**src/logic/combat_consts.svh**
```systemverilog
`ifndef COMBAT_CONSTS_SVH
`define COMBAT_CONSTS_SVH

// punch phases, in frames
`define PUNCH_WINDUP 2
`define PUNCH_ACTIVE 4
`define PUNCH_RECOVER 3

// horizontal distance must stay below this for contact
`define PUNCH_REACH 135

// fist height below the fighter's y position
`define FIST_STAND_P1 30
`define FIST_JUMP_P1 40
`define FIST_STAND_P2 60
`define FIST_JUMP_P2 105

`define KEY_PUNCH_P1 8'h06
`define KEY_CROUCH_P1 8'h16
`define KEY_PUNCH_P2 8'h11
`define KEY_CROUCH_P2 8'h0e

// knockback length in frames and speeds in pixels per frame
`define KNOCK_FRAMES 8
`define KNOCK_HIT 6
`define KNOCK_BLOCK 2

`define ARENA_LEFT 16
`define ARENA_RIGHT 623

`endif

```
**src/logic/combat_pkg.sv**
```systemverilog
`default_nettype none

package combatPkg;

	// what a defender suffers in a frame
	typedef enum logic [1:0] {
		none,
		hit,
		block
	} outcome_t;

	// knockback timer of one defender
	typedef enum logic {
		still,
		pushed
	} knockState_t;

endpackage

`default_nettype wire

```
**src/logic/fighter_pkg.sv**
```systemverilog
`default_nettype none

package fighterPkg;

	// screen position in pixels, y grows downward
	typedef logic signed [11:0] coord_t;

	// horizontal motion in pixels per frame
	typedef logic signed [7:0] velocity_t;

	// one slot of a usb keyboard report
	typedef logic [7:0] keycode_t;

	// punch sequence of one fighter
	typedef enum logic [1:0] {
		idle,
		windup,
		active,
		recover
	} punchState_t;

endpackage

`default_nettype wire

```
**src/logic/hitResolver.sv**
```systemverilog
`timescale 1ns/10ps
`default_nettype none

`include "combat_consts.svh"

module hitResolver (
	input wire logic frame_clk,
	input wire logic rst,
	input wire logic punchingP1,
	input wire logic punchingP2,
	input wire logic crouchP1,
	input wire logic crouchP2,
	input wire fighterPkg::coord_t fistYP1,
	input wire fighterPkg::coord_t fistYP2,
	input wire fighterPkg::coord_t xPosP1,
	input wire fighterPkg::coord_t xPosP2,
	input wire fighterPkg::coord_t yPosP1,
	input wire fighterPkg::coord_t yPosP2,
	output combatPkg::outcome_t outcomeP1,
	output combatPkg::outcome_t outcomeP2,
	output logic landedP1,
	output logic landedP2
);
	import combatPkg::*;

	logic signed [12:0] xDiff;
	logic [12:0] xDist;
	logic inReach;
	logic contactP1;
	logic contactP2;

	// one extra bit so the difference cannot wrap
	assign xDiff = 13'(xPosP1) - 13'(xPosP2);
	assign xDist = xDiff[12] ? 13'($unsigned(-xDiff)) : 13'($unsigned(xDiff));
	assign inReach = (xDist < 13'(`PUNCH_REACH));

	////////////////////////////////////////////////////////////////////////////
	// contact in both directions
	// landed masks the frame the punch machine needs to leave active
	assign contactP1 = punchingP1 && !landedP1 && inReach && (fistYP1 > yPosP2);
	assign contactP2 = punchingP2 && !landedP2 && inReach && (fistYP2 > yPosP1);

	always_ff @(posedge frame_clk)
	begin
		if (rst)
		begin
			outcomeP1 <= none;
			outcomeP2 <= none;
			landedP1 <= 1'b0;
			landedP2 <= 1'b0;
		end
		else
		begin
			landedP1 <= contactP1;
			landedP2 <= contactP2;

			// outcomes are named after the defender
			if (!contactP2)
				outcomeP1 <= none;
			else if (crouchP1)
				outcomeP1 <= block;
			else
				outcomeP1 <= hit;

			if (!contactP1)
				outcomeP2 <= none;
			else if (crouchP2)
				outcomeP2 <= block;
			else
				outcomeP2 <= hit;
		end
	end

endmodule

`default_nettype wire

```
**src/logic/knockbackControl.sv**
```systemverilog
`timescale 1ns/10ps
`default_nettype none

`include "combat_consts.svh"

module knockbackControl (
	input wire logic frame_clk,
	input wire logic rst,
	input wire combatPkg::outcome_t outcome,
	input wire fighterPkg::coord_t xPos,
	input wire fighterPkg::coord_t opponentX,
	output fighterPkg::velocity_t knockback
);
	import fighterPkg::*;
	import combatPkg::*;

	knockState_t state;
	logic [3:0] frameCnt;
	velocity_t speed;
	logic pushLeft;
	logic atWall;

	////////////////////////////////////////////////////////////////////////////
	// push timer, restarted by every new outcome
	always_ff @(posedge frame_clk)
	begin
		if (rst)
		begin
			state <= still;
			frameCnt <= '0;
		end
		else if (outcome != none)
		begin
			state <= pushed;
			frameCnt <= '0;
		end
		else if (state == pushed)
		begin
			frameCnt <= frameCnt + 4'd1;
			if (frameCnt == 4'(`KNOCK_FRAMES - 1))
				state <= still;
		end
	end

	// speed and direction are taken when the outcome arrives
	always_ff @(posedge frame_clk)
	begin
		if (outcome != none)
		begin
			speed <= (outcome == hit) ? velocity_t'(`KNOCK_HIT) : velocity_t'(`KNOCK_BLOCK);
			pushLeft <= (xPos <= opponentX);
		end
	end

	// wall check uses the live position
	assign atWall = pushLeft ? (xPos <= coord_t'(`ARENA_LEFT)) :
		(xPos >= coord_t'(`ARENA_RIGHT));

	always_comb
	begin
		if ((state == still) || atWall)
			knockback = '0;
		else if (pushLeft)
			knockback = -speed;
		else
			knockback = speed;
	end

endmodule

`default_nettype wire

```
**src/logic/punchControl.sv**
```systemverilog
`timescale 1ns/10ps
`default_nettype none

`include "combat_consts.svh"

module punchControl #(
	parameter fighterPkg::keycode_t punchKey = `KEY_PUNCH_P1,
	parameter fighterPkg::keycode_t crouchKey = `KEY_CROUCH_P1,
	parameter fighterPkg::coord_t fistStand = `FIST_STAND_P1,
	parameter fighterPkg::coord_t fistJump = `FIST_JUMP_P1
) (
	input wire logic frame_clk,
	input wire logic rst,
	input wire fighterPkg::keycode_t keycode0,
	input wire fighterPkg::keycode_t keycode1,
	input wire fighterPkg::keycode_t keycode2,
	input wire fighterPkg::keycode_t keycode3,
	input wire logic crouch,
	input wire logic jump,
	input wire fighterPkg::coord_t yPos,
	input wire logic landed,
	output logic punching,
	output fighterPkg::coord_t fistY
);
	import fighterPkg::*;

	punchState_t state;
	logic [2:0] frameCnt;
	logic punchKeyDown;
	logic crouchKeyDown;
	logic request;

	////////////////////////////////////////////////////////////////////////////
	// key decode
	assign punchKeyDown = (keycode0 == punchKey) || (keycode1 == punchKey) ||
		(keycode2 == punchKey) || (keycode3 == punchKey);
	assign crouchKeyDown = (keycode0 == crouchKey) || (keycode1 == crouchKey) ||
		(keycode2 == crouchKey) || (keycode3 == crouchKey);

	// no punching out of a crouch
	assign request = punchKeyDown && !crouchKeyDown && !crouch;

	////////////////////////////////////////////////////////////////////////////
	// windup, active, recover
	always_ff @(posedge frame_clk)
	begin
		if (rst)
		begin
			state <= idle;
			frameCnt <= '0;
		end
		else
		begin
			frameCnt <= frameCnt + 3'd1;
			case (state)
				idle:
				begin
					frameCnt <= '0;
					if (request)
						state <= windup;
				end
				windup:
				begin
					if (frameCnt == 3'(`PUNCH_WINDUP - 1))
					begin
						state <= active;
						frameCnt <= '0;
					end
				end
				active:
				begin
					// a landed fist is pulled back at once
					if (landed || (frameCnt == 3'(`PUNCH_ACTIVE - 1)))
					begin
						state <= recover;
						frameCnt <= '0;
					end
				end
				default:
				begin
					if (frameCnt == 3'(`PUNCH_RECOVER - 1))
					begin
						state <= idle;
						frameCnt <= '0;
					end
				end
			endcase
		end
	end

	assign punching = (state == active);

	// fist height follows the body one frame late
	always_ff @(posedge frame_clk)
	begin
		fistY <= yPos + (jump ? fistJump : fistStand);
	end

endmodule

`default_nettype wire

```
**src/logic/punchSystem.sv**
```systemverilog
`timescale 1ns/10ps
`default_nettype none

`include "combat_consts.svh"

module punchSystem (
	input wire logic frame_clk,
	input wire logic rst,
	input wire fighterPkg::keycode_t keycode0,
	input wire fighterPkg::keycode_t keycode1,
	input wire fighterPkg::keycode_t keycode2,
	input wire fighterPkg::keycode_t keycode3,
	input wire logic crouchP1,
	input wire logic crouchP2,
	input wire logic jumpP1,
	input wire logic jumpP2,
	input wire fighterPkg::coord_t xPosP1,
	input wire fighterPkg::coord_t xPosP2,
	input wire fighterPkg::coord_t yPosP1,
	input wire fighterPkg::coord_t yPosP2,
	output logic punchingP1,
	output logic punchingP2,
	output combatPkg::outcome_t outcomeP1,
	output combatPkg::outcome_t outcomeP2,
	output fighterPkg::velocity_t knockbackP1,
	output fighterPkg::velocity_t knockbackP2
);
	import fighterPkg::*;

	coord_t fistYP1;
	coord_t fistYP2;
	logic landedP1;
	logic landedP2;

	////////////////////////////////////////////////////////////////////////////
	// attackers
	punchControl #(
		.punchKey(`KEY_PUNCH_P1),
		.crouchKey(`KEY_CROUCH_P1),
		.fistStand(`FIST_STAND_P1),
		.fistJump(`FIST_JUMP_P1)
	) punchP1 (
		.frame_clk(frame_clk), .rst(rst),
		.keycode0(keycode0), .keycode1(keycode1), .keycode2(keycode2), .keycode3(keycode3),
		.crouch(crouchP1), .jump(jumpP1), .yPos(yPosP1),
		.landed(landedP1), .punching(punchingP1), .fistY(fistYP1)
	);

	punchControl #(
		.punchKey(`KEY_PUNCH_P2),
		.crouchKey(`KEY_CROUCH_P2),
		.fistStand(`FIST_STAND_P2),
		.fistJump(`FIST_JUMP_P2)
	) punchP2 (
		.frame_clk(frame_clk), .rst(rst),
		.keycode0(keycode0), .keycode1(keycode1), .keycode2(keycode2), .keycode3(keycode3),
		.crouch(crouchP2), .jump(jumpP2), .yPos(yPosP2),
		.landed(landedP2), .punching(punchingP2), .fistY(fistYP2)
	);

	hitResolver resolver (
		.frame_clk(frame_clk), .rst(rst),
		.punchingP1(punchingP1), .punchingP2(punchingP2),
		.crouchP1(crouchP1), .crouchP2(crouchP2),
		.fistYP1(fistYP1), .fistYP2(fistYP2),
		.xPosP1(xPosP1), .xPosP2(xPosP2), .yPosP1(yPosP1), .yPosP2(yPosP2),
		.outcomeP1(outcomeP1), .outcomeP2(outcomeP2),
		.landedP1(landedP1), .landedP2(landedP2)
	);

	////////////////////////////////////////////////////////////////////////////
	// defenders
	knockbackControl knockP1 (
		.frame_clk(frame_clk), .rst(rst), .outcome(outcomeP1),
		.xPos(xPosP1), .opponentX(xPosP2), .knockback(knockbackP1)
	);

	knockbackControl knockP2 (
		.frame_clk(frame_clk), .rst(rst), .outcome(outcomeP2),
		.xPos(xPosP2), .opponentX(xPosP1), .knockback(knockbackP2)
	);

endmodule

`default_nettype wire

```
**config.mk**
```make
export PLATFORM = sky130hd
export DESIGN_NAME = punchSystem
export DESIGN_NICKNAME = d
export VERILOG_FILES = /design/src/logic/combat_pkg.sv /design/src/logic/fighter_pkg.sv /design/src/logic/hitResolver.sv /design/src/logic/knockbackControl.sv /design/src/logic/punchControl.sv /design/src/logic/punchSystem.sv
export VERILOG_INCLUDE_DIRS = /design/src /design/src/logic
export SDC_FILE = /design/constraint.sdc
export NUM_CORES = 1
export LEC_CHECK = 0
export CAP_MARGIN = 20
export CORE_UTILIZATION = 25
export DETAILED_ROUTE_END_ITERATION = 8
export DONT_BUFFER_PORTS = 1
export GPL_TIMING_DRIVEN = 0
export REMOVE_ABC_BUFFERS = 1
export SYNTH_ARGS = -nofsm -noshare
export SYNTH_HDL_FRONTEND = slang
export SYNTH_SLANG_ARGS = --single-unit
export TNS_END_PERCENT = 5
```
**constraint.sdc**
```tcl
create_clock -name frame_clk -period 2.4 [get_ports frame_clk]
set_input_delay 0.24 -clock frame_clk [delete_from_list [all_inputs] [get_ports frame_clk]]
set_output_delay 0.24 -clock frame_clk [all_outputs]
set_load 0.01 [all_outputs]
```
==> results.md <==
* Status: complete, no violations
* CP Launch Type: input port
* Crit Path Class: in -> reg
* Post-synth EDFFs at 4
* Placed Area at roughly 4700 µm²
* Cell taking the most area after synthesis: dfxtp_1
* Vias in the first global route at between 3000 and 4000
* Slew headroom at 0.656
* Overall routing resource usage at 0.107
* Area Growth Syn to Fin at 11.1%
* Post-route worst setup slack at 45.2 ps
* Root Buffer: clkbuf_16
* Measured slew at the worst slew-check pin at between 500 and 600 ps
* Via density at 4.78
* RR Endpoint: resolver.landedP1
* Fin crit period at about 2400 ps
* Slowest Stage Delay on Critical Path at 420 ps
* CTS sink cnt at 54
* Total grt overflow at 0
* Origin of the worst setup path: xPosP1[0]
* Worst VDD drop at 0.443 mV
* Clock skew at ~12 ps
* RSZ-0062 raised after global routing: yes
* Hold Path Class: in -> reg
* # setup viols final at 0
* Total Wirelength at ~10000 µm
* Sw frac at 0.312
* Synth cell types at between 70 and 80
* Total Die Area at roughly 19000 µm²
* Clock Path Buffers at 2
* Initial antenna violation count at 0
* Hold Vio Cnt, Final at 0
* Async set-reset flop share out of synthesis at 0
* Pwr per Cell Area at roughly 540 nW/µm²
* Largest net degree at the start of global routing at 19
* Final slew viol count at 0
* Initial Utilization at 0.255
* Total number of vias at 3681
* Worst hold slack at between 10 and 15 ps
* Wire per inst at between 10 and 15 µm
* IO Pins at between 100 and 150
* Post-Place Worst Slack at -450 ps
* CTS clk-pin slew, worst paths at 70 ps
* Top cells by area, synth: dfxtp_1 (22%), ha_1 (18%), inv_1 (5.2%)
* TritonCTS clock tree: done
* Port bufs at 0
* Final GP Congestion at slightly below 0.9
* Post-route insts no fill at 770
* Internal at 1.88 mW
* Syn Area/Cell at 8.37 µm²
* Chip Width at ~140 µm
* Slowest cell on crit path: fa_2
* Worst-skew pair later-pin latency at 290 ps
* Placed Cells incl. Taps at 755
* Synth warnings at 0
* Maximum fanout along the worst path at 5
* Mapped Area at approximately 4600 µm²
* Reg2reg start: punchP1.fistY[3]
* Core Footprint at between 15000 and 20000 µm²
* Critical path arrival at about 2600 ps
* Final Instance Area at around 5000 µm²
* Reg2Reg Setup Slack at ~330 ps
* # DRC at 0
* Worst Reg-to-Reg Cells at 9
* First-pass GRT wire length at 15700 µm
* Worst path cell trace: clkinv_8 > ha_4 > inv_2 > fa_2 > a21o_1 > buf_6 > a31oi_4 > o311ai_4 > a211o_1 > o21bai_1 > a41o_2 > nand4_4 > nor3_2
* Syn Inst Count at between 500 and 600
* CTS HTree Levels at 2
* Synth top area share at 0.219
* Total CTS buffers at 5
* # diodes at 0
* Synth Flop Type: dfxtp_1
* Crit path to: resolver.outcomeP2[1]
* DP HPWL at 8510 µm
* FF+latch count, synth at 54
* Sequential power share at 0.372
* Required time of the critical path at 2620 ps
* Combinational Power Share at 0.322
* Synth top cells by count: ha_1 (64), inv_1 (63), dfxtp_1 (50)
* Register area share after synthesis at 0.246
* # rows at a little under 50
* Tcrit/Tclk final at 0.981
* First-pass DRT Iterations at 4
* Critical path endpoint category: flip-flop
* Share of layout cells above drive strength 1 at 0.0850
* Clock group share of total power at 0.306
* Achievable Freq at 0.425 GHz
* Number of max-cap violations at 0
* Net Sw Power at 0.853 mW
* Die Y at between 100 and 150 µm
* Most common cell in the netlist: ha_1
* First-iteration detailed-routing DRC count at 107
* Leakage power total at 2.03 nW
* Routed Antenna Nets at 0
* Fin nets at 692
* Power Total at ~2.7 mW
[cells by family (layout without fill, tap and decap cells)]
kind of cell | after synthesis | count (layout) | share of synthesized area
muxes | 7 | 7 | 0.0156
DFF | 54 | 54 | 0.246
and+or+nand+nor | 182 | 182 | 0.224
AOI/OAI and AO/OA | 119 | 119 | 0.182
other | 1 | 2 | 0.000822
adders and majority gates | 66 | 66 | 0.184
xor gates and xnor gates | 33 | 33 | 0.0633
buffers and inverters | 83 | 78 | 0.0836
[through the flow]
stage           util  setup TNS [ps]
2_1_floorplan      -            -998
3_3_place_gp   0.263           -2520
3_5_place_dp   0.263           -2480
4_1_cts        0.275               0
5_1_grt        0.283           -74.4
6_report       0.283               0
[worst min-delay path by stage]
| stage | endpoint | from | cells after the start | slack (ps) |
|---|---|---|---|---|
| global placement | punchP1.fistY[0] | yPosP1[0] | 0 | 270 |
| CTS | knockP1.state | rst | 1 | 0.3 |
| finish | punchP2.frameCnt[1] | rst | 1 | 10 |
| floorplan | punchP1.fistY[0] | yPosP1[0] | 0 | 270 |
| global route | punchP1.frameCnt[1] | rst | 1 | 3 |
| detailed placement | punchP1.fistY[0] | yPosP1[0] | 0 | 270 |
[layout by cell type (no fill, tap or decap), types with 3 or more instances in the layout]
| cell type | count |
|---|---|
| a211o_1 | 6 |
| a21o_1 | 6 |
| a21oi_1 | 33 |
| a31oi_1 | 3 |
| a41o_1 | 3 |
| and2_1 | 6 |
| and3_1 | 3 |
| clkbuf_16 | 5 |
| dfxtp_1 | 50 |
| dlygate4sd3_1 | 5 |
| edfxtp_1 | 4 |
| ha_1 | 60 |
| ha_2 | 3 |
| inv_1 | 61 |
| mux2i_1 | 6 |
| nand2_1 | 19 |
| nand2b_1 | 14 |
| nand3_1 | 13 |
| nand3b_1 | 9 |
| nand4_1 | 9 |
| nor2_1 | 44 |
| nor2b_1 | 10 |
| nor3_1 | 15 |
| nor3_2 | 3 |
| nor4_1 | 11 |
| nor4b_1 | 3 |
| o211ai_1 | 3 |
| o21a_1 | 4 |
| o21ai_0 | 16 |
| o21bai_1 | 3 |
| o22ai_1 | 3 |
| o31ai_1 | 3 |
| o41ai_1 | 3 |
| or2_2 | 3 |
| or3_1 | 8 |
| xnor2_1 | 22 |
| xor2_1 | 9 |
[state kept, by name, summed over array words and instances (netlist names), 2 cells and up]
| name | count |
|---|---|
| resolver.outcomeP1 | 2 |
| punchP1.state | 2 |
| punchP1.fistY | 12 |
| punchP2.state | 2 |
| knockP1.frameCnt | 4 |
| punchP1.frameCnt | 3 |
| punchP2.fistY | 12 |
| knockP2.frameCnt | 4 |
| resolver.outcomeP2 | 2 |
| punchP2.frameCnt | 3 |
[power groups by stage]
stage	clock network, mW	logic (mW)	registers (mW)
6_report	0.835	0.878	1.02
5_1_grt	0.898	0.999	1.03
4_1_cts	0.860	0.824	1.02
3_5_place_dp	0	0.808	1.04
3_3_place_gp	0	0.798	1.04
2_1_floorplan	0	0.664	1.03
[cell type report]
cell class	instances	area (µm²)
inverters	63	249
fillers	1933	12800
clock inverters	3	47.5
repair buffers	7	68.8
flip-flops and latches	54	1120
multi-input cells	409	3170
well taps	229	287
clock buffers	5	125
[layer usage]
metal,global-route usage,part of all wire
met1,0.128,0.46
met5,0,0
met2,0.190,0.47
met4,0.0201,0.0078
met3,0.0304,0.063
[critical path: cells and delay by family]
kind | cells | cell delay (ps)
simple gates | 2 | 340
buf+inv | 3 | 190
fa+ha+maj | 2 | 530
compound gates | 6 | 1280
[repair_timing]
action	in CTS	in global routing
pin swaps	0	17
hold endpoints to repair	3	6
endpoints found under the setup margin	6	6
setup buffers	0	2
cloned	0	0
resized for setup	4	23
hold buffers	3	2
Note: power is estimated with default switching activity, not from simulation.
